File: config.mk
export PLATFORM = sky130hd
export DESIGN_NAME = dcache_word_align
export DESIGN_NICKNAME = d
export VERILOG_FILES = /design/src/logic/dcache_pkg.sv /design/src/logic/dcache_word_align.sv
export SDC_FILE = /design/constraint.sdc
export NUM_CORES = 1
export LEC_CHECK = 0
export BUFFER_PORTS_ARGS = -buffer_cell sky130_fd_sc_hd__buf_4
export CAP_MARGIN = 20
export CORE_ASPECT_RATIO = 0.9
export CORE_MARGIN = 2
export CORE_UTILIZATION = 38
export DETAILED_ROUTE_END_ITERATION = 6
export PLACE_DENSITY = 0.85
export SYNTH_ARGS = -nofsm -noshare
export SYNTH_HDL_FRONTEND = slang
export SYNTH_SLANG_ARGS = --single-unit
export TNS_END_PERCENT = 20
File: constraint.sdc
create_clock -name vclk -period 2.05
set_input_delay 0.41 -clock vclk [all_inputs]
set_output_delay 0.41 -clock vclk [all_outputs]
set_load 0.005 [all_outputs]
File: src/logic/dcache_pkg.sv
`default_nettype none

package dcache_pkg;

  // ========================================================================
  // widths that carry a meaning
  // ========================================================================

  typedef logic [31:0] addr_t;
  typedef logic [31:0] word_t;
  typedef logic [3:0]  be_t;

  // default geometry, overridden only from the top level
  localparam int DEF_IDX_W      = 4;
  localparam int DEF_LINE_WORDS = 4;

  // ========================================================================
  // request encodings
  // ========================================================================

  typedef enum logic {
    OP_LOAD  = 1'b0,
    OP_STORE = 1'b1
  } op_e;

  // unsigned variants share the low bits of their signed sizes
  typedef enum logic [2:0] {
    SZ_B  = 3'd0,
    SZ_H  = 3'd1,
    SZ_W  = 3'd2,
    SZ_BU = 3'd4,
    SZ_HU = 3'd5
  } size_e;

  typedef struct packed {
    op_e   op;
    size_e size;
    addr_t addr;
    word_t wdata;
  } cpu_req_t;

  typedef struct packed {
    logic valid;
    logic dirty;
  } meta_t;

  // one write-back beat, addr is the line base for every beat
  typedef struct packed {
    addr_t addr;
    word_t data;
    logic  last;
  } mem_wr_t;

  typedef enum logic [2:0] {
    ST_IDLE,
    ST_LOOKUP,
    ST_WB,
    ST_RD_REQ,
    ST_REFILL,
    ST_REPLAY
  } dc_state_e;

endpackage

`default_nettype wire

File: src/logic/dcache_word_align.sv
`timescale 1ns/1ps
`default_nettype none

module dcache_word_align (
  input  dcache_pkg::size_e size_i,
  input  logic [1:0]        ofs_i,
  input  dcache_pkg::word_t word_i,
  output dcache_pkg::word_t rdata_o,
  input  dcache_pkg::word_t wdata_i,
  output dcache_pkg::word_t wlane_o,
  output dcache_pkg::be_t   be_o
);
  import dcache_pkg::*;

  word_t shifted;

  // load path, addressed lane moved down to bit 0 then extended
  always_comb begin
    shifted = word_i >> {ofs_i, 3'b000};
    case (size_i)
      SZ_B:    rdata_o = {{24{shifted[7]}}, shifted[7:0]};
      SZ_BU:   rdata_o = {24'h0, shifted[7:0]};
      SZ_H:    rdata_o = {{16{shifted[15]}}, shifted[15:0]};
      SZ_HU:   rdata_o = {16'h0, shifted[15:0]};
      default: rdata_o = word_i;
    endcase
  end

  // store path, data copied to every lane and byte enables pick the right one
  always_comb begin
    case (size_i)
      SZ_B, SZ_BU: begin
        wlane_o = {4{wdata_i[7:0]}};
        be_o    = be_t'(4'b0001 << ofs_i);
      end
      SZ_H, SZ_HU: begin
        wlane_o = {2{wdata_i[15:0]}};
        be_o    = be_t'(4'b0011 << ofs_i);
      end
      default: begin
        wlane_o = wdata_i;
        be_o    = 4'b1111;
      end
    endcase
  end

endmodule

`default_nettype wire
======== Word level (Yosys, flattened, before mapping) ========
Cells that the tools add are included.
storage, ports and cells
  register bits ........................... 0
  bits of input ports ..................... 69
  output and inout bits ................... 68
operators by class
  reductions and logical operators ........ 3
  shift-type cells ........................ 3
  multiplexer cells ....................... 3
  equal/unequal tests ..................... 3
operators by type and width
  cell                                                                   number
  32-bit one-hot mux with 4 select lines                                 1
  32-bit one-hot mux with 2 select lines                                 1
  32-bit by 5-bit >> shifter with 16-bit output                          1
  4-bit one-hot mux with 2 select lines                                  1
  3-bit equality test, second input constant                             2
  2-bit OR reduction                                                     2
  1-bit by 2-bit left shift with 4-bit output, first input constant      1
  2-bit by 2-bit left shift with 4-bit output, first input constant      1
  3-bit by 1-bit equality test with 1-bit output, second input constant  1
  3-bit zero test                                                        1

======== Longest topological paths before layout ========
  depth in word-level cells ............... 3
  gate-level depth with buffers ........... 5

======== Least setup slack after synthesis ========
Ideal clock, no wire load.
  kind .................................... input -> output
  start ................................... input port ofs_i[0]
  end ..................................... output port rdata_o[16]
  cell stages on the path ................. 5
  setup slack ............................. 0.246 ns
  data arrival time ....................... 1.394 ns
  cells stage by stage .................... buf_4 -> nand2b_1 -> a221o_1 -> buf_6 -> o21ai_2
on the way
  word-level cells in the longest chain between the ends .. 2
ends and longest elaborated chain
  what                                           RTL line                 RTL
  from (decl)                                    dcache_word_align.sv:6   input logic [1:0] ofs_i,
  32-bit by 5-bit >> shifter with 16-bit output  dcache_word_align.sv:19  shifted = word_i >> {ofs_i, 3'b000};
  32-bit one-hot mux with 4 select lines         dcache_word_align.sv:20  case (size_i)
  to (decl)                                      dcache_word_align.sv:8   output dcache_pkg::word_t rdata_o,
No other way between the ends.

======== Worst setup path in the final report ========
  start ................................... input port ofs_i[1]
  end ..................................... output port rdata_o[19]
Same word-level chain as after synthesis.

==> run_results.csv <==
group,metric,value,unit
status,status,"finished clean",
min_path,hold-path-endpoint,"wlane_o[3]",
detailed_routing,wl,5.26,mm
detailed_routing,drt_pass1_iterations,4,
detailed_routing,wl_per_cell,14.2,um
worst_setup_path,crit_top_cell,"buf_4",
clock_network,ctsResizeCount,0,
die,start_util,0.399,
global_routing,first_global_vias,1674,
layout,syn_to_final_growth,82.7,%
run,cap_violations,0,
synth,synth_seq_area_share,0,
synth,synth_top_area_frac,0.207,
global_routing,grt_usage,0.239,
global_routing,grt_start_max_net_pins,31,
synth,synth_top_area_cell,"mux2_2",
power,peakVddDrop,0.135,mV
layout,multiInputGateArea,1180,um2
worst_setup_path,cp-end-kind,"primary output",
die,io_pins,137,
die,die_area,4070,um2
worst_setup_path,cp_cell_sequence,"buf_4 -> and2_1 -> a221o_2 -> buf_4 -> o21ai_2 -> buf_4",
synth,ys_types,31,
synth,synth_area,1360,um2
detailed_routing,vias,1927,
sta,slew_headroom,0.818,
layout,seqCellArea,0,um2
min_path,min_path_type,"in2out",
layout,drive_gt1_frac,0.602,
clock_network,post_cts_buffers,0,
global_routing,overflow,0,
min_path,hold_start,"wdata_i[3]",
place,portBuffers,137,
min_path,hold_depth,2,
place,dp_hpwl,4.42,mm
sta,fin_crit,1990,ps
detailed_routing,drc_errors,0,
worst_setup_path,crit_type,"in2out",
sta,slew_viol_final,0,
layout,clockBufferCount,0,
sta,finalSetupTns,0,ps
layout,final_area,2480,um2
worst_setup_path,crit_fanout,8,
synth,avgSynthCellArea,6.93,um2
die,core_area,3400,um2
synth,yosys_warnings,0,
power,leakagePower,1.29,nW
place,place_congestion,0.855,
layout,final_nets,398,
die,std_cell_rows,20,
synth,yosys-top-cells-area,"mux2_2, mux2i_1, nand2_1",
synth,syn_inst,196,
worst_setup_path,start_kind,"input pin",
global_routing,antenna_found_initial,0,
worst_setup_path,required,1640,ps
sta,setup_violations,0,
synth,synth_nets,265,
layout,fillerInstances,287,
worst_setup_path,max_stage_delay,460,ps
global_routing,grt_pass1_wl,7.69,mm
power,p_per_area,242,nW/um2
layout,n_sequential_cell,0,
detailed_routing,vias_per_cell,5.19,
die,die_y,60.7,um
worst_setup_path,crit_path_top_delay_cell,"a221o_2",
detailed_routing,antenna_left,0,
worst_setup_path,worstPathArrival,1580,ps
sta,finalHoldViolCount,0,
layout,diodes,0,
sta,post-route-period-util,0.971,
sta,hold-worst-slack,1010,ps
die,die_width,67.0,um
place,placed_cell_area,2460,um2
sta,rsz0062_at_grt,"false",
sta,fmax,0.502,GHz
clock_network,cts_hold_buf,0,
sta,tightestPinTransition,273,ps
detailed_routing,drtIter0Drc,100,
per-stage QoR:
stage / setup WS [ps] / power, mW / util / std cells
after floorplan: 246 / 0.259 / - / 196
after global placement: 31.1 / 0.586 / 0.724 / 371
after detailed placement: 15.5 / 0.597 / 0.724 / 371
after CTS: 15.5 / 0.598 / 0.724 / 371
after global routing: 7.32 / 0.651 / 0.729 / 371
final: 58.7 / 0.600 / 0.729 / 371
metal layers:
metal | part of all wire | GRT usage
met1 | 0.36 | 0.256
met3 | 0.10 | 0.0575
met2 | 0.53 | 0.491
met4 | 0.0070 | 0.0175
met5 | 0 | 0
worst max-delay path by stage:
stage,cells after the start,from,endpoint
CTS,6,ofs_i[0],rdata_o[30]
global route,6,ofs_i[0],rdata_o[27]
floorplan,5,ofs_i[0],rdata_o[16]
detailed placement,6,ofs_i[0],rdata_o[30]
global placement,6,ofs_i[0],rdata_o[13]
finish,6,ofs_i[1],rdata_o[19]
synthesized netlist by cell type, drive strengths merged:
master	n
a211o	1
a21oi	2
a221o	1
a221oi	1
a22oi	6
and2	1
and3	7
and3b	2
buf	20
clkbuf	6
inv	8
mux2	25
mux2i	18
nand2	32
nand2b	12
nor2	3
nor2b	3
o21ai	32
o21bai	3
o221ai	8
o22ai	2
o2bb2ai	1
or2	2
cells by family (layout without fill, tap and decap cells):
family	count (synthesis)	count (layout)	synth area share
multiplexers	43	43	0.340
AO/OA/AOI/OAI	57	57	0.297
buffers and inverters	34	165	0.136
AND/OR/NAND/NOR	62	62	0.227
cell usage in the layout, fill, tap and decap left out, drive strengths merged, types with 3 or more instances in the layout:
master,count
nor2,3
o21bai,3
inv,8
o21ai,32
o221ai,8
nand2b,12
and3,7
nand2,32
mux2i,18
a22oi,6
mux2,25
buf,157
nor2b,3
cell type report:
type	instances	area share
tap	44	0.0222
inverter	8	0.0121
timing repair buffer	157	0.489
multi-input combinational	162	0.476
critical path, delay by kind of cell:
family                 cells  cell delay, ps
and+or+nand+nor            1             150
buffers and inverters      3             440
AOI/OAI and AO/OA          2             590
where the power goes:
part	switching, mW	leakage, nW	internal (mW)
Combinational	0.241	1.29	0.359
Sequential	0	0	0
Clock	0	0	0
Note: power is estimated with default switching activity, not from simulation.
