**config.mk**
```make
export PLATFORM = sky130hd
export DESIGN_NAME = dcache_data_store
export DESIGN_NICKNAME = d
export VERILOG_FILES = /design/src/logic/dcache_pkg.sv /design/src/logic/dcache_data_store.sv
export SDC_FILE = /design/constraint.sdc
export NUM_CORES = 2
export LEC_CHECK = 0
export BUFFER_PORTS_ARGS = -buffer_cell sky130_fd_sc_hd__buf_2
export CELL_PAD_IN_SITES_DETAIL_PLACEMENT = 1
export CELL_PAD_IN_SITES_GLOBAL_PLACEMENT = 1
export CORE_ASPECT_RATIO = 2
export CORE_MARGIN = 5
export CORE_UTILIZATION = 45
export CTS_CLUSTER_SIZE = 10
export DETAILED_ROUTE_END_ITERATION = 8
export PLACE_DENSITY = 0.73
export SLEW_MARGIN = 15
export SYNTH_ARGS = -nofsm -noshare
export SYNTH_HDL_FRONTEND = slang
export SYNTH_MEMORY_MAX_BITS = 65536
export SYNTH_SLANG_ARGS = --single-unit
```
**constraint.sdc**
```tcl
create_clock -name clk -period 3.7 [get_ports clk]
set_input_delay 0.185 -clock clk [delete_from_list [all_inputs] [get_ports clk]]
set_output_delay 0.185 -clock clk [all_outputs]
set_load 0.05 [all_outputs]
```
**src/logic/dcache_pkg.sv**
```systemverilog
`default_nettype none

package dcache_pkg;

  // ========================================================================
  // widths that carry a meaning
  // ========================================================================

  typedef logic [31:0] addr_t;
  typedef logic [31:0] word_t;
  typedef logic [3:0]  be_t;

  // default geometry, overridden only from the top level
  localparam int DEF_IDX_W      = 4;
  localparam int DEF_LINE_WORDS = 4;

  // ========================================================================
  // request encodings
  // ========================================================================

  typedef enum logic {
    OP_LOAD  = 1'b0,
    OP_STORE = 1'b1
  } op_e;

  // unsigned variants share the low bits of their signed sizes
  typedef enum logic [2:0] {
    SZ_B  = 3'd0,
    SZ_H  = 3'd1,
    SZ_W  = 3'd2,
    SZ_BU = 3'd4,
    SZ_HU = 3'd5
  } size_e;

  typedef struct packed {
    op_e   op;
    size_e size;
    addr_t addr;
    word_t wdata;
  } cpu_req_t;

  typedef struct packed {
    logic valid;
    logic dirty;
  } meta_t;

  // one write-back beat, addr is the line base for every beat
  typedef struct packed {
    addr_t addr;
    word_t data;
    logic  last;
  } mem_wr_t;

  typedef enum logic [2:0] {
    ST_IDLE,
    ST_LOOKUP,
    ST_WB,
    ST_RD_REQ,
    ST_REFILL,
    ST_REPLAY
  } dc_state_e;

endpackage

`default_nettype wire

```
**src/logic/dcache_data_store.sv**
```systemverilog
`timescale 1ns/1ps
`default_nettype none

module dcache_data_store #(
  parameter int IDX_W      = 4,
  parameter int LINE_WORDS = 4
) (
  input  logic                               clk,
  input  logic                               rd_en_i,
  input  dcache_pkg::addr_t                  rd_addr_i,
  input  logic                               way_i,
  input  logic                               line_we_i,
  input  dcache_pkg::word_t [LINE_WORDS-1:0] line_i,
  input  logic                               word_we_i,
  input  dcache_pkg::addr_t                  word_addr_i,
  input  dcache_pkg::word_t                  word_i,
  input  dcache_pkg::be_t                    be_i,
  output dcache_pkg::word_t                  word_o,
  output dcache_pkg::word_t [LINE_WORDS-1:0] line_o
);
  import dcache_pkg::*;

  localparam int WRD_W = $clog2(LINE_WORDS);
  localparam int OFS_W = 2 + WRD_W;
  localparam int SETS  = 1 << IDX_W;

  typedef logic [IDX_W-1:0]        idx_t;
  typedef logic [WRD_W-1:0]        wsel_t;
  typedef word_t [LINE_WORDS-1:0] line_t;

  line_t line_mem [2][SETS];
  line_t line_q   [2];

  idx_t  rd_idx;
  idx_t  wr_idx;
  wsel_t wsel;

  assign rd_idx = rd_addr_i[OFS_W +: IDX_W];
  assign wr_idx = word_addr_i[OFS_W +: IDX_W];
  assign wsel   = word_addr_i[2 +: WRD_W];

  // both ways are read; way_i picks one afterwards
  always_ff @(posedge clk) begin
    if (rd_en_i) begin
      line_q[0] <= line_mem[0][rd_idx];
      line_q[1] <= line_mem[1][rd_idx];
    end
    if (line_we_i) begin
      line_mem[way_i][wr_idx] <= line_i;
    end else if (word_we_i) begin
      // store hit, merge only the enabled bytes
      for (int b = 0; b < 4; b++) begin
        if (be_i[b]) begin
          line_mem[way_i][wr_idx][wsel][8*b +: 8] <= word_i[8*b +: 8];
        end
      end
    end
  end

  // full line feeds write-back, the word feeds the load path
  assign line_o = line_q[way_i];
  assign word_o = line_o[wsel];

endmodule

`default_nettype wire

```
== Word level (Yosys, flattened, before mapping) ==
Memory sizes are Yosys's and may differ from the RTL's.
Cells that the tools add are included.

* Order comparisons: 5
* Mux-type cells: 8238
* Bitwise logic cells: 8194
* Reductions and logical operators: 2

{| class="wikitable"
|+ Operators by type and width
! cell !! number
|-
| $mux 2048 || 5
|-
| $mux 1 || 8207
|-
| $or 1x1->1 || 8192
|-
| $demux 128 s4 || 5
|-
| $mux 128 || 9
|-
| $bmux 128 s4 || 2
|-
| $demux 32 s2 || 4
|-
| $bmux 32 s2 || 1
|-
| $mux 32 || 2
|-
| $mux 24 || 1
|-
| $mux 16 || 1
|-
| $ge 5x5->1 const B || 2
|-
| $not 4->5 || 2
|-
| $mux 8 || 1
|-
| $lt 5x1->1 const B || 1
|-
| $lt 2x3->1 const B || 1
|-
| $ge 2x1->1 const B || 1
|-
| $logic_and 1x1->1 || 2
|}

* Flip-flop bits (word level): 0
* RAM bits: 4352
* Bits of input ports: 233
* Output and inout port bits: 160
* Word-level logic and storage cells: 16441
* Memories: 2

{| class="wikitable"
|+ Memories
! memory !! depth !! width !! rd ports !! clocked after Yosys merged registers in !! wr ports !! RTL line !! RTL
|-
| line_mem || 2 || 2048 || 2 || 0 || 1 || dcache_data_store.sv:31 || <nowiki>line_t line_mem [2][SETS];</nowiki>
|-
| line_q || 2 || 128 || 1 || 0 || 2 || dcache_data_store.sv:32 || <nowiki>line_t line_q [2];</nowiki>
|}

== Depth between registers and ports, before layout ==
* Depth in word-level cells: 11
* Mapped depth: 9
* Gate-level depth less buffers: 4

== Worst setup path after synthesis ==
Ideal clock, no wire load.

* Kind: input-to-reg
* Start: input way_i
* End: memory line_mem[1][640] (netlist bit) (enable)
* Library setup time: 0.385 ns
* Arrival time: 2.251 ns
* Data required time: 3.315 ns
* Path slack: 1.064 ns
* Stages: 6
* Path buffers: 5
* Cells stage by stage: clkbuf_1 clkbuf_1 clkbuf_1 clkbuf_1 clkbuf_1 a21boi_0

{| class="wikitable"
|+ RTL lines
! item !! RTL line !! RTL
|-
| start: declaration || dcache_data_store.sv:11 || <nowiki>input logic way_i,</nowiki>
|-
| end: declaration || dcache_data_store.sv:31 ||
|}

No word-level cell before the write port.

== Worst setup path in the final report ==
* Start: input way_i
* End: output word_o[7]

* Word-level cells in the longest chain between the ends: 3

{| class="wikitable"
|+ RTL lines
! item !! RTL line !! RTL
|-
| $mem_v2 2x128 || -- ||
|-
| $bmux 32 s2 || dcache_data_store.sv:62 || <nowiki>assign word_o = line_o[wsel];</nowiki>
|-
| $mux 32 (implied by the code) || dcache_data_store.sv:62 ||
|-
| end: declaration || dcache_data_store.sv:18 || <nowiki>output dcache_pkg::word_t word_o,</nowiki>
|}

Every way passes these cells. The select of a mux whose other input is x is not followed.

==> flow_summary.yaml <==
outcome:
  run_status: "finished with violations"
  violations: "negative hold slack"
cells_and_area:
  drive_gt1_share_pct: 43.9
  nFillCells: 38700
  seq_area_sq_um: 131000
  multi_input_area_sq_um: 59700
  final_common_cell: "edfxtp_1"
  syn_to_final_growth_pct: 14.7
  layout.nets: 11900
  final_area_sq_um: 222000
  final_cell_mix: "edfxtp_1 (4352), mux2_2 (2164), buf_4 (1020)"
global_route:
  grt.overflow.total: 0
  grt_max_degree: 78
  grt_pass1_vias: 125000
  grt_pass1_wl_um: 1010000
  track_usage_pct: 32.9
  antenna_found_initial: 94
synthesis:
  synthArstFlopShare_pct: 0
  ys_top_cells_by_area: "edfxtp_1 (67%), mux2_2 (13%), mux4_2 (11%)"
  ys.warnings.count: 0
  syn_nets: 10700
  synthFlopType: "edfxtp_1"
  synth_top_area_share_pct: 67.5
  postSynthCellCount: 10500
  netlist_area_sq_um: 194000
  synth_edf_count: 4352
  synth-seq-cells: 4352
  ys_seq_area_share_pct: 67.5
  avgSynthCellArea_sq_um: 18.4
  yosysTopAreaCell: "edfxtp_1"
  ys_types: 40
route:
  num_vias: 116000
  drt-initial-drc-count: 13200
  ant_nets: 0
  vias_per_cell: 6.67
  drc: 0
  drt_pass1_iterations: 6
  wl_um: 743000
  wl_per_cell_um: 42.7
placement:
  port_buffers: 338
  gp_congestion: 0.951
  place_area_sq_um: 208000
  detailed_place_hpwl_um: 528000
timing:
  rsz0062_at_grt: "no"
  min_period_over_period_pct: 95.3
  setup_viol: 0
  clock.fmax_mhz: 284
  fin_skew_ps: 90.4
  worstMarginPinSlew_ps: 1330
  fin_crit_ps: 3530
  drv_slew: 0
  tns_ps: 0
  report.final.hold_viol_count: 4
  holdWs_ps: -1.10
  slew_headroom_pct: 11.6
worst_setup_path:
  crit_top_cell: "buf_4"
  crit_start: "way_i"
  r2r_end: "line_q[0][23]"
  worst_setup_path_end_kind: "output pin"
  crit_buf_inv: 5
  cp-start-kind: "primary input"
  rrSetupSlack_ps: 1780
  crit_slowest_cell: "buf_8"
  arrival_ps: 3340
  crit_chain: "dlygate4sd3_1 > buf_8 > buf_4 > buf_4 > mux2_2 > mux4_2 > buf_2"
  required_ps: 3510
  path_depth: 7
  cp_top_family: "buffers and inverters"
  max_stage_delay_ps: 580
  rr_startpoint: "line_mem[0][1047]"
  worst-path-max-fanout: 54
  cp-endpoint: "word_o[7]"
  ff2ff_path_depth: 3
  crit_type: "primary input to output pin"
power:
  powerDensity_nw_per_um2: 480
  power.share.clock_pct: 39.0
  power_leakage_nw: 73.9
  combPwrFrac_pct: 9.1
  power.internal_mw: 81.2
  pwr-share-seq_pct: 51.9
  switching_share_pct: 23.9
  p_sw_mw: 25.6
  peakVddDrop_v: 0.000445
floorplan:
  num_rows: 340
  start_util_pct: 45.2
  ioPinCount: 393
  dieWidth_um: 474
  die_area_sq_um: 444000
  die_y_um: 938
  core_area_sq_um: 429000
clocking:
  cts_buffer_depth: 4
  htree_levels: 5
  cts-resized-gates: 0
  clock_latency_ps: 1030
  tritoncts: "built"
  root_buffer: "clkbuf_16"
  clkTransAtPathRegs_ps: 50
  clock_sinks: 4352
  cts_buffers: 478
run:
  cap_violations: 0
worst_hold_path:
  hp-class: "primary input to flop"
## power by group through the flow
stage,clock network [mW],registers [mW],logic (mW)
2_1_floorplan,0,56.3,5.34
3_3_place_gp,0,56.4,9.01
3_5_place_dp,0,56.5,9.35
4_1_cts,41.8,55.5,9.56
5_1_grt,43.9,55.5,9.88
6_report,41.6,55.5,9.71
## worst reg2reg max path, stage by stage (launching register included)
cell and delay (ps):
edfxtp_1 400, mux4_2 510, a22oi_1 510, nand2_1 200
## how the worst min path moves through the flow
stage / slack (ps) / end / cells after the start / from
finish: -1 / line_mem[0][1785] / 2 / word_i[25]
global route: 5 / line_mem[1][2041] / 2 / word_i[25]
CTS: 30 / line_mem[0][655] / 2 / word_i[15]
detailed placement: 670 / line_mem[1][439] / 2 / word_i[23]
global placement: 660 / line_mem[0][439] / 2 / word_i[23]
floorplan: 300 / line_q[0][0] / 0 / rd_en_i
## sequential cells by signal (all words and copies together), names as in the netlist
register	flops
line_q	256
line_mem	4096
## per-layer routing
metal	GRT usage (%)	vias to the layer above	routed length [um]
li1	-	44900	-
met1	33.2	61100	220000
met2	57.2	7516	380000
met3	6.97	2654	62600
met4	29.4	60	79900
met5	0	-	391
## layout make-up
cell class	instances	area share [%]
Multi-Input combinational cell	5251	26.9
Timing Repair Buffer	1565	5.48
Inverter	1	0.00169
Tap cell	5643	3.18
Clock buffer	491	5.45
Antenna cell	95	0.107
Clock inverter	17	0.110
Sequential cell	4352	58.8
## cells in the mapped netlist (3+ instances only)
cell type and n:
nand4bb_1 5, nand3_1 134, buf_2 120, or2_2 3, nor3b_1 4, nand2b_1 4, mux4_2 909, buf_4 7
edfxtp_1 4352, buf_1 132, nor3_2 20, a21boi_1 6, mux2i_1 294, nor3_4 60, nor2b_1 93, a21oi_1 176
o2111ai_1 3, nand3b_1 4, mux2_2 2164, nor2_1 232, nor4b_1 3, mux2_1 12, a22oi_1 501, and3b_1 6
clkbuf_1 648, and2_1 3, nand4b_1 4, a21boi_0 170, nand2_1 353, o22ai_1 80
## cells by family (layout without fill, tap and decap cells)
| family | after synthesis | count (layout) | synth area share (%) |
|---|---|---|---|
| flops | 4352 | 4352 | 67.5 |
| mux | 3379 | 3379 | 24.7 |
| compound gates | 936 | 936 | 3.35 |
| simple gates | 936 | 936 | 2.58 |
| buf+inv | 909 | 2074 | 1.86 |
| other cells | 0 | 95 | 0 |
## per-stage QoR
step	hold slack [ps]	worst slack [ps]	util [%]	total power, mW	cells
after CTS	33.7	154	51.8	107	17300
final	-1.10	173	51.8	107	17400
after global routing	5.35	133	51.8	109	17400
after floorplan	297	1060	-	61.7	10500
after detailed placement	665	415	48.6	65.8	16700
after global placement	661	519	48.6	65.4	16700
## what timing repair did
item	CTS	global route
buffers inserted	0	0
endpoints found under the hold margin	4192	0
hold buffers	143	0
endpoints found under the setup margin	0	0
No activity file was read; power rests on OpenSTA's default activity.
