<file path="src/logic/dcache_pkg.sv">
`default_nettype none

package dcache_pkg;

  // ========================================================================
  // widths that carry a meaning
  // ========================================================================

  typedef logic [31:0] addr_t;
  typedef logic [31:0] word_t;
  typedef logic [3:0]  be_t;

  // default geometry, overridden only from the top level
  localparam int DEF_IDX_W      = 4;
  localparam int DEF_LINE_WORDS = 4;

  // ========================================================================
  // request encodings
  // ========================================================================

  typedef enum logic {
    OP_LOAD  = 1'b0,
    OP_STORE = 1'b1
  } op_e;

  // unsigned variants share the low bits of their signed sizes
  typedef enum logic [2:0] {
    SZ_B  = 3'd0,
    SZ_H  = 3'd1,
    SZ_W  = 3'd2,
    SZ_BU = 3'd4,
    SZ_HU = 3'd5
  } size_e;

  typedef struct packed {
    op_e   op;
    size_e size;
    addr_t addr;
    word_t wdata;
  } cpu_req_t;

  typedef struct packed {
    logic valid;
    logic dirty;
  } meta_t;

  // one write-back beat, addr is the line base for every beat
  typedef struct packed {
    addr_t addr;
    word_t data;
    logic  last;
  } mem_wr_t;

  typedef enum logic [2:0] {
    ST_IDLE,
    ST_LOOKUP,
    ST_WB,
    ST_RD_REQ,
    ST_REFILL,
    ST_REPLAY
  } dc_state_e;

endpackage

`default_nettype wire

</file>
<file path="src/logic/dcache_tag_store.sv">
`timescale 1ns/1ps
`default_nettype none

module dcache_tag_store #(
  parameter int IDX_W      = 4,
  parameter int LINE_WORDS = 4
) (
  input  logic              clk,
  input  logic              rst_n,
  input  logic              rd_en_i,
  input  dcache_pkg::addr_t rd_addr_i,
  input  dcache_pkg::addr_t cmp_addr_i,
  output logic              hit_o,
  output logic              hit_way_o,
  output logic              victim_way_o,
  output dcache_pkg::meta_t victim_meta_o,
  output dcache_pkg::addr_t victim_addr_o,
  input  logic              fill_i,
  input  logic              fill_way_i,
  input  logic              dirty_set_i
);
  import dcache_pkg::*;

  localparam int OFS_W = 2 + $clog2(LINE_WORDS);
  localparam int TAG_W = 32 - OFS_W - IDX_W;
  localparam int SETS  = 1 << IDX_W;

  typedef logic [TAG_W-1:0] tag_t;
  typedef logic [IDX_W-1:0] idx_t;

  tag_t            tag_mem  [2][SETS];
  meta_t           meta_mem [2][SETS];
  logic [SETS-1:0] plru_mem;

  // registered read port
  tag_t  tag_q  [2];
  meta_t meta_q [2];
  logic  plru_q;
  logic  rd_vld_q;

  idx_t       rd_idx;
  idx_t       cmp_idx;
  tag_t       cmp_tag;
  logic [1:0] way_hit;

  assign rd_idx  = rd_addr_i[OFS_W +: IDX_W];
  assign cmp_idx = cmp_addr_i[OFS_W +: IDX_W];
  assign cmp_tag = cmp_addr_i[31 -: TAG_W];

  always_ff @(posedge clk) begin
    if (rd_en_i) begin
      tag_q[0] <= tag_mem[0][rd_idx];
      tag_q[1] <= tag_mem[1][rd_idx];
    end
    if (fill_i) begin
      tag_mem[fill_way_i][cmp_idx] <= cmp_tag;
    end
  end

  always_ff @(posedge clk or negedge rst_n) begin
    if (!rst_n) begin
      for (int s = 0; s < SETS; s++) begin
        meta_mem[0][s] <= '0;
        meta_mem[1][s] <= '0;
      end
      plru_mem <= '0;
      meta_q[0] <= '0;
      meta_q[1] <= '0;
      plru_q    <= 1'b0;
      rd_vld_q  <= 1'b0;
    end else begin
      rd_vld_q <= rd_en_i;
      if (rd_en_i) begin
        meta_q[0] <= meta_mem[0][rd_idx];
        meta_q[1] <= meta_mem[1][rd_idx];
        plru_q    <= plru_mem[rd_idx];
      end
      // refilled line comes in clean
      if (fill_i) begin
        meta_mem[fill_way_i][cmp_idx] <= '{valid: 1'b1, dirty: 1'b0};
      end
      if (dirty_set_i) begin
        meta_mem[hit_way_o][cmp_idx].dirty <= 1'b1;
      end
      // plru names the next victim, so point it at the other way
      if (rd_vld_q && hit_o) begin
        plru_mem[cmp_idx] <= ~hit_way_o;
      end
    end
  end

  // ========================================================================
  // hit detection and victim choice
  // ========================================================================

  always_comb begin
    for (int w = 0; w < 2; w++) begin
      way_hit[w] = meta_q[w].valid && (tag_q[w] == cmp_tag);
    end
    hit_o     = |way_hit;
    hit_way_o = way_hit[1];

    // an empty way wins over the plru choice
    if (!meta_q[0].valid) begin
      victim_way_o = 1'b0;
    end else if (!meta_q[1].valid) begin
      victim_way_o = 1'b1;
    end else begin
      victim_way_o = plru_q;
    end
    victim_meta_o = meta_q[victim_way_o];
    victim_addr_o = {tag_q[victim_way_o], cmp_idx, {OFS_W{1'b0}}};
  end

endmodule

`default_nettype wire

</file>
<file path="config.mk">
export PLATFORM = sky130hd
export DESIGN_NAME = dcache_tag_store
export DESIGN_NICKNAME = d
export VERILOG_FILES = /design/src/logic/dcache_pkg.sv /design/src/logic/dcache_tag_store.sv
export SDC_FILE = /design/constraint.sdc
export NUM_CORES = 1
export LEC_CHECK = 0
export BUFFER_PORTS_ARGS = -buffer_cell sky130_fd_sc_hd__buf_2
export CAP_MARGIN = 10
export CORE_MARGIN = 3
export CORE_UTILIZATION = 62
export CTS_CLUSTER_SIZE = 12
export DETAILED_ROUTE_END_ITERATION = 10
export PLACE_DENSITY = 0.83
export SLEW_MARGIN = 20
export SYNTH_ARGS = -nofsm -noshare
export SYNTH_HDL_FRONTEND = slang
export SYNTH_SLANG_ARGS = --single-unit
</file>
<file path="constraint.sdc">
create_clock -name clk -period 2.6 [get_ports clk]
set_input_delay 0.13 -clock clk [delete_from_list [all_inputs] [get_ports clk]]
set_output_delay 0.13 -clock clk [all_outputs]
set_load 0.02 [all_outputs]
</file>
* Word-level counts from Yosys, hierarchy flattened
Memories as Yosys holds them, arrays and structs flattened.
Cells that the tools add are included.
** Cells by class
- Equal/unequal tests :: 2
- Bitwise operators :: 9
- Mux-type cells :: 39
- Magnitude comparators :: 11
- Reduce and logical (&&, ||, !) cells :: 8
** Operator list (number)
- 2-to-1 mux 384 bit :: 1
- binary-select mux 24 bit (select 4 bit) :: 2
- 2-to-1 mux 64 bit :: 2
- 2-to-1 mux 24 bit :: 5
- demux 24 bit (select 4 bit) :: 1
- bitwise mux 64 bit :: 1
- demux 32 bit (select 1 bit) :: 2
- 2-to-1 mux 32 bit :: 2
- equality test 24 bit :: 2
- bitwise AND 32 bit :: 1
- NOT 32 bit :: 1
- OR 32 bit :: 1
- binary-select mux 2 bit (select 4 bit) :: 2
- bitwise mux 16 bit :: 1
- demux 2 bit (select 4 bit) :: 2
- 2-to-1 mux 2 bit :: 8
- >= comparator 5 bit, second input constant :: 2
- < comparator 4 x 5 -> 1 bit, second input constant :: 2
- NOT 4 -> 5 bit :: 2
- 2-to-1 mux 1 bit :: 8
- logical AND 1 bit :: 7
- >= comparator 2 bit, second input constant :: 3
- NOT 1 -> 2 bit :: 3
- < comparator 5 x 1 -> 1 bit, second input constant :: 1
- 6 further kinds :: 7
** Storage, ports and cells
- Bits of input ports :: 70
- Register bits after elaboration :: 86
- Memories :: 2
- Bits in writable memories :: 816
** Memories
- tag_mem :: depth 2, bits a word 384, read ports 2, clocked after Yosys merged registers in 0, wr ports 1, RTL line dcache_tag_store.sv:31 : tag_t tag_mem [2][SETS];
- tag_q :: depth 2, bits a word 24, read ports 3, clocked after Yosys merged registers in 0, wr ports 2, RTL line dcache_tag_store.sv:36 : tag_t tag_q [2];

* Logic depth before layout (Yosys ltp)
- Depth in word-level cells :: 12
- Depth in mapped cells :: 7
- Gate-level depth less buffers :: 5

* Least setup slack after synthesis
No wires, ideal clock.
- Path type :: input port to flip-flop
- From :: input port cmp_addr_i[7]
- To :: memory tag_mem[0][100] (netlist name) (enable)
- Stages on the path :: 4
- Path slack :: 0.303 ns
- Buffers on the path :: 1
- Library setup time :: 0.406 ns
- Data arrival time :: 1.892 ns
- Required time :: 2.194 ns
- Cell sequence :: clkbuf_1 > nor2b_1 > nand3_1 > nor2_1
** On the way
- Longest elaborated chain between the ends :: 6
- Elaborated cells on any way between the ends :: 7
** RTL lines
- start: declaration :: RTL line dcache_tag_store.sv:12 : input dcache_pkg::addr_t cmp_addr_i,
- NOT 4 -> 5 bit (implied by the code) * :: RTL line dcache_tag_store.sv:56 : tag_mem[fill_way_i][cmp_idx] <= cmp_tag;
- >= comparator 5 bit (implied by the code) / < comparator 5 x 1 -> 1 bit (equally long branches) :: RTL line dcache_tag_store.sv:56
- logical AND 1 bit (implied by the code) :: RTL line dcache_tag_store.sv:56
- 2-to-1 mux 24 bit (implied by the code) :: RTL line dcache_tag_store.sv:56
- demux 24 bit (select 4 bit) * :: RTL line dcache_tag_store.sv:56
- 2-to-1 mux 384 bit (implied by the code) * :: RTL line dcache_tag_store.sv:56
- end: declaration :: RTL line dcache_tag_store.sv:31
Every way passes the cells marked *; elsewhere a longest branch is shown, timed or not.

==> run metrics <==
most numerous cell in the Yosys netlist edfxtp_1; Arr. time, crit path 2.63 ns; Reg area 26700 µm²; crit-path max FO 8; DIE WIDTH 245 µm; routability cong. 0.881; CTS tree built; antenna cells 0; TritonCTS Buffers 89; slowest stage delay, CP between 0.4 and 0.5 ns; Worst EP required 2.47 ns; P_leak 13.7 nW; Mean Syn Cell Area between 20 and 25 µm²; Nets 1981; mean routed wirelength per cell between 30 and 40 µm; Place WS about 0.3 ns; grt met1 use 0.437; Clk pin slew, worst setup/hold paths roughly 0.06 ns; Final Max Tran Viols 0; Setup Crit Path Kind reg2out; port bufs 70; largest net degree at the start of global routing 87; Synth area leader edfxtp_1; Hold Crit Class in2reg; Worst-Skew Late Latency 0.66 ns; utilization after layout 0.725; Slew HR 0.457; Slew @ Worst Pin 0.815 ns; setup tns final -0.254 ns; clock tree root buffer cell clkbuf_16; final setup skew 0.0498 ns; Ys Warns 0; outcome finished, violations left; largest cells by area after synthesis edfxtp_1, mux4_2, dfrtp_1; area of the multi-input gates roughly 8500 µm²; Final setup violation count 2; number of flops mapped to enable cells by yosys 816; initial detailed-routing violation count 2656; Via Count roughly 19000; worst setup margin -0.157 ns; GRT Overall Usage 0.330; vias per inst 7.08; Min Clock Period, post-route ~2.8 ns; GRT Max-Usage Layer met2; DRC Markers 0; post-synthesis cell count 1694; die height 245 µm; # rows just under 90; CORE AREA around 56000 µm²; maxcap violations 0; synthesis-stage register bit count 902; Main synth FF type edfxtp_1; H-tree Lvls 3; share of cells above drive strength 1 0.322; IO Count 107; highest-delay cell along the critical path edfxtp_1; Final Hold Viols 0; cell area after synthesis 35500 µm²; grt met2 use 0.533; number of global-route vias before repair 19744; worst path cell trace xnor2_2 -> nand4_1 -> nor4_4 -> buf_4 -> a31o_4 -> buf_6; post-synthesis cell type count 42; hpwl dp 51300 µm; first-pass GRT wire length 139000 µm; Seq/Total Area, Yosys 0.751; Max rail drop VDD approximately 740 µV; Overall Power ~0.031 W; Tcrit/Tclk final 1.06; GRT met3 Usage 0.0800; Num Clock Sinks approximately 900; Max Freq 0.363 GHz; initial antenna violation count 4; DR pass1 iterations 5; initial core utilization 0.628; grt total ovfl 0; violated checks setup timing; Pwr Density 758 nW/µm²; Setup crit end kind primary output; Filler cells 3071; Die ar. approximately 60000 µm²; top post-synthesis cells by count edfxtp_1, mux4_2, nand2_1, dfrtp_1, o21ai_0; top cell type's share of synthesized area 0.691; Area Growth Syn to Fin 15.5%; worst-case clock buffer depth 3; Detail Route Antenna Nets 0; ys async rst share 0.0953; RSZ-0062 raised after global routing true; DRT Wirelength about 96000 µm; Worst setup SP type flip-flop
==> cell type report <==
class,instances,area share
Sequential cell,902,0.651
Tap cell,756,0.0231
Inverter,20,0.00192
Clock buffer,122,0.0594
Clock inverter,16,0.00498
Multi-Input combinational cell,682,0.208
Timing Repair Buffer,216,0.0520
==> worst paths after layout <==
path / startpoint / to / slack [ns] / depth (start not counted)
setup / recovery: tag_q[0][16] / hit_o / -0.16 / 6
hold reg to reg: meta_mem[33] / meta_mem[33] / 0.47 / 1
max in group asynchronous: rst_n / meta_mem[27] / 1.90 / 2
setup reg to reg: tag_q[1][18] / meta_mem[56] / 0.14 / 6
min in group asynchronous: rst_n / plru_mem[9] / 0.14 / 2
hold / removal: cmp_addr_i[26] / tag_mem[0][354] / 0.06 / 2
==> repair_timing <==
item                                    in CTS  in global routing
endpoints found under the setup margin       2                  3
pin swaps                                    8                  1
resized for setup                           19                  2
hold buffers                                19                  0
buffers inserted                             6                  1
endpoints found under the hold margin      338                  0
==> cells by family after synthesis <==
group / after synthesis / share of synthesized area
muxes: 270 / 0.168
and+or+nand+nor: 262 / 0.0359
xor gates and xnor gates: 43 / 0.0106
AOI/OAI and AO/OA: 103 / 0.0172
buffers and inverters: 113 / 0.0166
DFF: 902 / 0.751
other: 1 / 0.000106
==> report_power, final <==
| part | switching [W] | leakage (nW) | internal [W] |
|---|---|---|---|
| Sequential | 0.000230 | 8.46 | 0.0162 |
| Combinational | 0.00154 | 3.98 | 0.00103 |
| Clock | 0.00530 | 1.27 | 0.00671 |
| Total | 0.00706 | 13.7 | 0.0240 |
==> layer usage <==
layer	wire length [µm]	share of wire	vias up
met5	52	0.00054	-
met4	4620	0.048	8
met3	11600	0.12	352
met2	47700	0.50	1675
met1	31800	0.33	9847
li1	-	-	7323
==> critical path: cells and delay by family, from the launching register on <==
kind | cells | cell delay, ns
xor gates and xnor gates | 1 | 0.29
buffers and inverters | 2 | 0.36
and+or+nand+nor | 2 | 0.68
AOI/OAI and AO/OA | 1 | 0.17
DFF | 1 | 0.47
==> placed cells by master, fill, tap and decap left out, drive strengths merged <==
master | netlist | final
mux2 | 5 | 5
edfxtp | 816 | 816
xor2 | 12 | 12
o21ai | 62 | 62
a222oi | 1 | 1
nand2b | 20 | 20
a41oi | 16 | 16
nand4 | 10 | 10
clkinvlp | 0 | 1
nor2 | 33 | 33
mux4 | 260 | 260
a221o | 1 | 1
and2 | 1 | 1
nor2b | 9 | 9
a31o | 1 | 1
a21oi | 19 | 19
clkbuf | 37 | 123
buf | 56 | 196
nor4 | 7 | 7
inv | 20 | 21
xnor2 | 31 | 31
o22ai | 1 | 1
and4 | 1 | 1
conb | 1 | 4
nand3b | 1 | 1
nor3 | 8 | 8
mux2i | 5 | 5
or2 | 21 | 21
dlygate4sd3 | 0 | 19
bufinv | 0 | 2
clkinv | 0 | 12
dfrtp | 86 | 86
nand3 | 10 | 10
and3 | 16 | 16
o221ai | 2 | 2
or4 | 1 | 1
nand2 | 124 | 124
==> state kept, by name (all words and copies together) (netlist names) <==
signal	flops
meta_mem	64
plru_mem	16
tag_q	48
tag_mem	768
plru_q	1
meta_q	4
rd_vld_q	1
==> per-stage QoR <==
stage                     instances  instance area [µm²]  hold WS (ns)
after floorplan                1697                35500        -0.166
after global placement         2550                38000         0.378
after detailed placement       2550                38000         0.408
after CTS                      2713                40900        0.0121
after global routing           2714                41000        0.0300
final                          2714                41000        0.0582
No activity file was read; power rests on OpenSTA's default activity.
