$ cat config.mk
export PLATFORM = sky130hd
export DESIGN_NAME = dcache_ctrl
export DESIGN_NICKNAME = d
export VERILOG_FILES = /design/src/logic/dcache_pkg.sv /design/src/logic/dcache_ctrl.sv
export SDC_FILE = /design/constraint.sdc
export NUM_CORES = 1
export LEC_CHECK = 0
export BUFFER_PORTS_ARGS = -buffer_cell sky130_fd_sc_hd__buf_4
export CAP_MARGIN = 20
export CORE_AREA = 4 4 262 264
export DETAILED_ROUTE_END_ITERATION = 10
export DIE_AREA = 0 0 266 268
export SYNTH_ARGS = -nofsm -noshare
export SYNTH_HDL_FRONTEND = slang
export SYNTH_SLANG_ARGS = --single-unit
$ cat constraint.sdc
create_clock -name clk -period 4.2 [get_ports clk]
set_input_delay 0.21 -clock clk [delete_from_list [all_inputs] [get_ports clk]]
set_output_delay 0.21 -clock clk [all_outputs]
set_load 0.005 [all_outputs]
$ cat src/logic/dcache_pkg.sv
`default_nettype none

package dcache_pkg;

  // ========================================================================
  // widths that carry a meaning
  // ========================================================================

  typedef logic [31:0] addr_t;
  typedef logic [31:0] word_t;
  typedef logic [3:0]  be_t;

  // default geometry, overridden only from the top level
  localparam int DEF_IDX_W      = 4;
  localparam int DEF_LINE_WORDS = 4;

  // ========================================================================
  // request encodings
  // ========================================================================

  typedef enum logic {
    OP_LOAD  = 1'b0,
    OP_STORE = 1'b1
  } op_e;

  // unsigned variants share the low bits of their signed sizes
  typedef enum logic [2:0] {
    SZ_B  = 3'd0,
    SZ_H  = 3'd1,
    SZ_W  = 3'd2,
    SZ_BU = 3'd4,
    SZ_HU = 3'd5
  } size_e;

  typedef struct packed {
    op_e   op;
    size_e size;
    addr_t addr;
    word_t wdata;
  } cpu_req_t;

  typedef struct packed {
    logic valid;
    logic dirty;
  } meta_t;

  // one write-back beat, addr is the line base for every beat
  typedef struct packed {
    addr_t addr;
    word_t data;
    logic  last;
  } mem_wr_t;

  typedef enum logic [2:0] {
    ST_IDLE,
    ST_LOOKUP,
    ST_WB,
    ST_RD_REQ,
    ST_REFILL,
    ST_REPLAY
  } dc_state_e;

endpackage

`default_nettype wire

$ cat src/logic/dcache_ctrl.sv
`timescale 1ns/1ps
`default_nettype none

module dcache_ctrl #(
  parameter int IDX_W      = 4,
  parameter int LINE_WORDS = 4
) (
  input  logic                               clk,
  input  logic                               rst_n,
  // cpu side
  input  logic                               req_valid_i,
  input  dcache_pkg::cpu_req_t               req_i,
  output logic                               req_ready_o,
  output logic                               rsp_valid_o,
  output dcache_pkg::word_t                  rsp_rdata_o,
  // memory side
  output logic                               mem_wr_valid_o,
  output dcache_pkg::mem_wr_t                mem_wr_o,
  input  logic                               mem_wr_ready_i,
  output logic                               mem_rd_req_valid_o,
  output dcache_pkg::addr_t                  mem_rd_addr_o,
  input  logic                               mem_rd_req_ready_i,
  input  logic                               mem_rd_valid_i,
  input  dcache_pkg::word_t                  mem_rd_data_i,
  input  logic                               mem_rd_last_i,
  // tag store
  output logic                               rd_en_o,
  output dcache_pkg::addr_t                  rd_addr_o,
  output dcache_pkg::addr_t                  cmp_addr_o,
  input  logic                               hit_i,
  input  logic                               hit_way_i,
  input  logic                               victim_way_i,
  input  dcache_pkg::meta_t                  victim_meta_i,
  input  dcache_pkg::addr_t                  victim_addr_i,
  output logic                               fill_o,
  output logic                               fill_way_o,
  output logic                               dirty_set_o,
  // data store
  output logic                               line_we_o,
  output dcache_pkg::word_t [LINE_WORDS-1:0] refill_line_o,
  output logic                               word_we_o,
  output logic                               way_o,
  input  dcache_pkg::word_t [LINE_WORDS-1:0] line_i,
  // word align
  output dcache_pkg::size_e                  size_o,
  output logic [1:0]                         ofs_o,
  output dcache_pkg::word_t                  wdata_o,
  input  dcache_pkg::word_t                  rdata_i
);
  import dcache_pkg::*;

  localparam int CNT_W = $clog2(LINE_WORDS);
  localparam int OFS_W = 2 + CNT_W;

  // index and line size are shared with both stores
  if (IDX_W < 1 || IDX_W > 8 || LINE_WORDS < 2 ||
      (LINE_WORDS & (LINE_WORDS - 1)) != 0) begin : g_geom_check
    $error("dcache_ctrl: unsupported cache geometry");
  end

  dc_state_e state_q;
  dc_state_e state_d;
  cpu_req_t  req_q;

  logic [CNT_W-1:0]      wb_cnt_q;
  logic [CNT_W-1:0]      rf_cnt_q;
  word_t [LINE_WORDS-1:0] rf_buf_q;

  logic req_fire;
  logic lookup_hit;
  logic wb_last;
  logic wb_fire;
  logic rf_beat;
  logic rf_done;

  assign req_fire   = req_valid_i && req_ready_o;
  assign lookup_hit = (state_q == ST_LOOKUP) && hit_i;
  assign wb_last    = (wb_cnt_q == CNT_W'(LINE_WORDS - 1));
  assign wb_fire    = mem_wr_valid_o && mem_wr_ready_i;
  assign rf_beat    = (state_q == ST_REFILL) && mem_rd_valid_i;
  assign rf_done    = rf_beat && mem_rd_last_i;

  // ========================================================================
  // miss state machine
  // ========================================================================

  always_comb begin
    state_d = state_q;
    case (state_q)
      ST_IDLE: begin
        if (req_valid_i) begin
          state_d = ST_LOOKUP;
        end
      end
      ST_LOOKUP: begin
        if (hit_i) begin
          state_d = ST_IDLE;
        end else if (victim_meta_i.valid && victim_meta_i.dirty) begin
          state_d = ST_WB;
        end else begin
          state_d = ST_RD_REQ;
        end
      end
      ST_WB: begin
        if (wb_fire && wb_last) begin
          state_d = ST_RD_REQ;
        end
      end
      ST_RD_REQ: begin
        if (mem_rd_req_ready_i) begin
          state_d = ST_REFILL;
        end
      end
      ST_REFILL: begin
        if (rf_done) begin
          state_d = ST_REPLAY;
        end
      end
      // arrays are re-read here, lookup then sees a hit
      ST_REPLAY: state_d = ST_LOOKUP;
      default:   state_d = ST_IDLE;
    endcase
  end

  always_ff @(posedge clk or negedge rst_n) begin
    if (!rst_n) begin
      state_q  <= ST_IDLE;
      wb_cnt_q <= '0;
      rf_cnt_q <= '0;
    end else begin
      state_q <= state_d;
      // counters wrap back to zero after a full burst
      if (wb_fire) begin
        wb_cnt_q <= wb_cnt_q + 1'b1;
      end
      if (rf_beat) begin
        rf_cnt_q <= rf_cnt_q + 1'b1;
      end
    end
  end

  always_ff @(posedge clk) begin
    if (req_fire) begin
      req_q <= req_i;
    end
    if (rf_beat) begin
      rf_buf_q[rf_cnt_q] <= mem_rd_data_i;
    end
  end

  // ========================================================================
  // array, response and memory port drive
  // ========================================================================

  assign req_ready_o = (state_q == ST_IDLE);
  assign rd_en_o     = req_fire || (state_q == ST_REPLAY);
  assign rd_addr_o   = (state_q == ST_IDLE) ? req_i.addr : req_q.addr;
  assign cmp_addr_o  = req_q.addr;

  assign rsp_valid_o = lookup_hit;
  assign rsp_rdata_o = (req_q.op == OP_LOAD) ? rdata_i : '0;

  assign word_we_o   = lookup_hit && (req_q.op == OP_STORE);
  assign dirty_set_o = word_we_o;
  assign way_o       = (state_q == ST_LOOKUP) ? hit_way_i : victim_way_i;

  // last beat goes straight into the line, it is not buffered yet
  always_comb begin
    refill_line_o           = rf_buf_q;
    refill_line_o[rf_cnt_q] = mem_rd_data_i;
  end

  assign line_we_o  = rf_done;
  assign fill_o     = rf_done;
  assign fill_way_o = victim_way_i;

  assign mem_wr_valid_o = (state_q == ST_WB);
  assign mem_wr_o       = '{addr: victim_addr_i, data: line_i[wb_cnt_q], last: wb_last};

  assign mem_rd_req_valid_o = (state_q == ST_RD_REQ);
  assign mem_rd_addr_o      = {req_q.addr[31:OFS_W], {OFS_W{1'b0}}};

  assign size_o  = req_q.size;
  assign ofs_o   = req_q.addr[1:0];
  assign wdata_o = req_q.wdata;

endmodule

`default_nettype wire

; Word level (Yosys, flattened, before mapping)
; Index checks and enable logic that the tools add are counted.
[word_totals]
word_cells = 53
out_inout_bits = 369
reg_bits = 203
[classes]
n_mux = 15
reduce_logical = 12
n_lt_le_gt_ge = 3
n_addsub = 2
eq_ne = 10
[op_table]
columns = cell, count
row1 = 128-bit bitwise mux, 1
row2 = 32-bit 2-to-1 mux, 4
row3 = 32-bit binary-select mux with 2-bit select, 1
row4 = 32-bit demux with 2-bit select, 1
row5 = 3-bit one-hot mux with 6 select lines, 1
row6 = 3-bit 2-to-1 mux, 4
row7 = 1-bit logical AND, 9
row8 = "3-bit by 2-bit == test with 1-bit output, second input constant", 2
row9 = "3-bit == test, second input constant", 2
row10 = "2-bit by 3-bit less-than comparator with 1-bit output, second input constant", 2
row11 = "2-bit by 1-bit adder with 2-bit output, second input constant", 2
row12 = "2-bit by 1-bit inequality test with 1-bit output, second input constant", 2
row13 = "2-bit inequality test, second input constant", 2
row14 = 4-bit AND reduction, 1
row15 = "3-bit by 1-bit == test with 1-bit output, second input constant", 1
row16 = 3-bit logical NOT, 1
row17 = "2-bit == test, second input constant", 1
row18 = "2-bit by 1-bit >= comparator with 1-bit output, second input constant", 1
row19 = 1-bit 2-to-1 mux, 2
row20 = 2-bit 2-to-1 mux, 1
row21 = 1-bit logical OR, 1

; Depth between registers and ports, before layout
[depth]
depth_word = 5
mapped_depth = 5

; Least setup slack after synthesis
; No wires, ideal clock.
[synth_timing]
path_kind = flip-flop to flip-flop
from = reg state_q[2]
to = reg req_q, in the netlist cmp_addr_o[0] (enable)
path_buffers = 1
t_arrival_ps = 2551
stages_incl_launch_ff = 4
path_slack_ps = 1215
setup_time_ps = 433
required_ps = 3767
path_cell_list = dfrtp_1 -> nor3_4 -> buf_6 -> and2_1
[synth_via]
elab_chain_len = 2
[synth_lines]
columns = element, line_no
row1 = start: declaration, dcache_ctrl.sv:61  ; dc_state_e state_q;
row2 = start signal: assignment, dcache_ctrl.sv:131  ; state_q <= state_d;
row3 = 3-bit logical NOT, dcache_ctrl.sv:155  ; assign req_ready_o = (state_q == ST_IDLE);
row4 = named net req_ready_o, dcache_ctrl.sv:13  ; output logic req_ready_o,
row5 = 1-bit logical AND, dcache_ctrl.sv:76  ; assign req_fire = req_valid_i && req_ready_o;
row6 = named net req_fire, dcache_ctrl.sv:69  ; logic req_fire;
row7 = end signal: assignment, dcache_ctrl.sv:144  ; req_q <= req_i;
row8 = end: declaration, dcache_ctrl.sv:63  ; cpu_req_t req_q;
; The timed path passes the listed nets, and every way through them passes these cells.
; A chain may end at the register's enable or synchronous reset.

==> run_summary.xml <==
<?xml version="1.0" encoding="UTF-8"?>
<metrics>
  <group name="clock_tree">
    <metric name="clkTransAtPathRegs" unit="ps">60</metric>
    <metric name="cts_buffers" unit="">26</metric>
    <metric name="clock_tree.root_cell" unit="">clkbuf_16</metric>
    <metric name="clock-sinks" unit="">203</metric>
    <metric name="cts.repair.resized" unit="">0</metric>
    <metric name="tritoncts" unit="">yes</metric>
    <metric name="ctsLongestPathBuffers" unit="">3</metric>
    <metric name="htree_num_levels" unit="">1</metric>
    <metric name="worst_skew_pair.late_latency" unit="ps">550</metric>
  </group>
  <group name="power">
    <metric name="power_density" unit="mW/mm²">547</metric>
    <metric name="peak_supply_drop" unit="mV">0.310</metric>
    <metric name="power_leakage" unit="nW">6.67</metric>
    <metric name="post-layout-total-power" unit="mW">9.10</metric>
  </group>
  <group name="detailed_routing">
    <metric name="route.antenna.remaining_nets" unit="">0</metric>
    <metric name="drc" unit="">0</metric>
    <metric name="detailedRoute.firstIterationViolations" unit="">210</metric>
    <metric name="wl_per_cell" unit="µm">18.8</metric>
    <metric name="detail_route.vias_per_cell" unit="">3.57</metric>
    <metric name="totalWireLength" unit="µm">39600</metric>
    <metric name="route.vias.total" unit="">7526</metric>
    <metric name="detailedRoute.firstPassIterationCount" unit="">4</metric>
  </group>
  <group name="sta">
    <metric name="hold_viol" unit="">0</metric>
    <metric name="clock-skew-final" unit="ps">19.1</metric>
    <metric name="setup_total_negative_slack" unit="ps">0</metric>
    <metric name="period_needed" unit="ps">2800</metric>
    <metric name="max_slew.worst_pin.slew" unit="ps">1020</metric>
    <metric name="rsz0062_at_grt" unit="">false</metric>
    <metric name="fmaxAchievable" unit="MHz">357</metric>
    <metric name="final_slew_viol_count" unit="">0</metric>
    <metric name="holdWs" unit="ps">48.6</metric>
    <metric name="share_of_the_clock_period_used_by_the_worst_path" unit="">0.668</metric>
    <metric name="setup_viol" unit="">0</metric>
    <metric name="timing.max_slew.rel_slack" unit="">0.321</metric>
  </group>
  <group name="grt">
    <metric name="via_count_of_the_first_global_routing_pass" unit="">7956</metric>
    <metric name="grt_max_degree" unit="">81</metric>
    <metric name="globalRouteTotalUtil" unit="">0.0992</metric>
    <metric name="antenna_violations_before_repair" unit="">4</metric>
    <metric name="global_route_wire_length_before_repair" unit="µm">53600</metric>
    <metric name="global_route.overflow_total" unit="">0</metric>
  </group>
  <group name="floorplan">
    <metric name="ios" unit="">673</metric>
    <metric name="placeableCoreArea" unit="mm²">0.0666</metric>
    <metric name="die_w" unit="µm">266</metric>
    <metric name="num_rows" unit="">95</metric>
    <metric name="die_area" unit="mm²">0.0713</metric>
    <metric name="y_dimension_of_the_die" unit="µm">268</metric>
    <metric name="floorplan.initialDensity" unit="">0.156</metric>
  </group>
  <group name="run_status">
    <metric name="outcome" unit="">finished clean</metric>
  </group>
  <group name="hold_path">
    <metric name="hold_path_class" unit="">in -&gt; reg</metric>
    <metric name="min_from" unit="">mem_rd_data_i[5]</metric>
  </group>
  <group name="placement">
    <metric name="port-buffer-count" unit="">604</metric>
    <metric name="hpwlAfterDp" unit="µm">31300</metric>
    <metric name="finalWeightedCongestion" unit="">0.810</metric>
  </group>
  <group name="synthesis">
    <metric name="synth_simple_gate_area_frac" unit="">0.0349</metric>
    <metric name="synth_mux_area_frac" unit="">0.246</metric>
    <metric name="synth.area.top_cells" unit="">edfxtp_1 (57%), mux2_2 (16%), buf_4 (10%)</metric>
    <metric name="synth_adder_area_share" unit="">0.00604</metric>
    <metric name="synth_unique_cells" unit="">37</metric>
    <metric name="synth_top_family_by_area" unit="">multiplexers</metric>
    <metric name="yosys_warnings" unit="">0</metric>
    <metric name="synth_top_area_share" unit="">0.568</metric>
    <metric name="synthesis.area_per_instance" unit="µm²">16.1</metric>
    <metric name="synth-compound-area-share" unit="">0.00544</metric>
    <metric name="post_synthesis_sequential_area_ratio" unit="">0.585</metric>
    <metric name="syn-instance-count" unit="">642</metric>
    <metric name="synthXorXnorAreaFrac" unit="">0.00169</metric>
    <metric name="synth.ff_latch_count" unit="">203</metric>
    <metric name="yosys.area.top_type" unit="">edfxtp_1</metric>
    <metric name="mappedNetlistArea" unit="mm²">0.0104</metric>
  </group>
  <group name="setup_path">
    <metric name="crit-reg2reg-launch" unit="">state_q[2]</metric>
    <metric name="setup.worst_path.class" unit="">reg -&gt; out</metric>
    <metric name="setup.worst_path.start" unit="">rf_cnt_q[0]</metric>
    <metric name="worstPathRequired" unit="ps">3990</metric>
    <metric name="critPathArrivalTime" unit="ps">2590</metric>
    <metric name="worstSetupStartpointType" unit="">flip-flop</metric>
    <metric name="critical_path_peak_fanout" unit="">32</metric>
    <metric name="endpoint_type_of_the_worst_setup_path" unit="">output port</metric>
  </group>
  <group name="cells_and_area">
    <metric name="area_growth_syn_to_layout" unit="%">60.8</metric>
    <metric name="number_of_nets_in_the_final_layout" unit="">1520</metric>
    <metric name="fillerInstances" unit="">6913</metric>
    <metric name="drive_gt1_frac" unit="">0.684</metric>
    <metric name="register_area" unit="mm²">0.00606</metric>
    <metric name="multiInputGateArea" unit="mm²">0.00307</metric>
    <metric name="layout_commonest_cell" unit="">buf_4</metric>
    <metric name="final_cell_mix" unit="">buf_4 (607), edfxtp_1 (196), mux2_2 (150)</metric>
  </group>
  <group name="flow_run">
    <metric name="drv_cap" unit="">0</metric>
  </group>
</metrics>
## sequential cells by signal (all words and copies together) (netlist names)
register    count
wdata_o        32
state_q         3
rf_cnt_q        2
cmp_addr_o     32
size_o          3
req_q           1
rf_buf_q      128
wb_cnt_q        2
## synth_stat cells
cell type  count
o21ai_0        1
buf_2         16
a21o_1         1
xnor2_1        1
mux2_4         1
and2_1         2
nor3b_2        1
nor3_1         1
mux2_1        11
a32o_1         1
a22oi_1        1
nor3b_1        1
buf_6          8
ha_1           5
nand3_1        1
inv_1          3
nor3b_4        1
or3_1          2
edfxtp_1     196
mux2_2       150
xor2_1         1
and2_4         1
and3_1         3
mux4_2        32
dfrtp_1        7
nand3b_1       1
clkbuf_1       8
buf_4        138
conb_1         1
nand2_1        6
a221oi_1       1
nor2_2         1
o31ai_1        1
nor3_4         1
nor2_1         2
nor2b_1       32
a21oi_1        2
## final cells by class
cell class,instances,share of cell area
Clock inverter,17,0.00924
Sequential cell,203,0.364
Inverter,3,0.000676
Tap cell,873,0.0656
Multi-Input combinational cell,269,0.185
Timing Repair Buffer,708,0.336
Clock buffer,30,0.0400
Antenna cell,3,0.000451
## metrics by stage
step            util  area [µm²]  setup slack, ps  instances
4_1_cts        0.250       16600             1310       2103
3_3_place_gp   0.223       14800             1780       1956
2_1_floorplan      -       10400             1220        645
5_1_grt        0.250       16600             1260       2104
6_report       0.250       16700             1400       2106
3_5_place_dp   0.223       14800             1700       1957
## kinds of logic after synthesis
logic type,after synthesis
DFF,203
muxes,194
buffers and inverters,173
and+or+nand+nor,56
AOI/OAI and AO/OA,8
adders and majority gates,5
xor gates and xnor gates,2
other,1
## repair_timing
| item | 4_1_cts | 5_1_grt |
|---|---|---|
| endpoints found under the hold margin | 170 | 0 |
| setup buffers | 0 | 0 |
| hold buffers | 99 | 0 |
## final timing paths
check / cells after the start / slack [ps] / end
max reg2reg: 3 / 1690 / rf_buf_q[35]
max in group asynchronous: 2 / 3970 / wb_cnt_q[0]
min: 2 / 50 / rf_buf_q[5]
max: 4 / 1400 / refill_line_o[13]
min in group asynchronous: 2 / 80 / rf_cnt_q[1]
min reg2reg: 1 / 560 / rf_buf_q[23]
## report_power, final
| group | leakage [nW] | switching (mW) | internal, mW |
|---|---|---|---|
| combinational | 4.40 | 1.79 | 2.34 |
| clock | 0.401 | 0.889 | 1.26 |
| sequential | 1.87 | 0.177 | 2.65 |
| total | 6.67 | 2.86 | 6.25 |
## routing by layer
metal  up-vias  track usage  routed length [µm]
li1       3405            -                   -
met4         2       0.0210                 822
met2       416        0.152               17600
met5         -            0                  13
met3        42       0.0517                4910
met1      3661        0.126               16300
## worst max-delay path, cell delays in order (launching register included)
cell and delay (ps):
dfrtp_1 400, inv_1 130, ha_2 850, mux2_2 440
buf_4 160
Power figures use the tool's default switching activity.
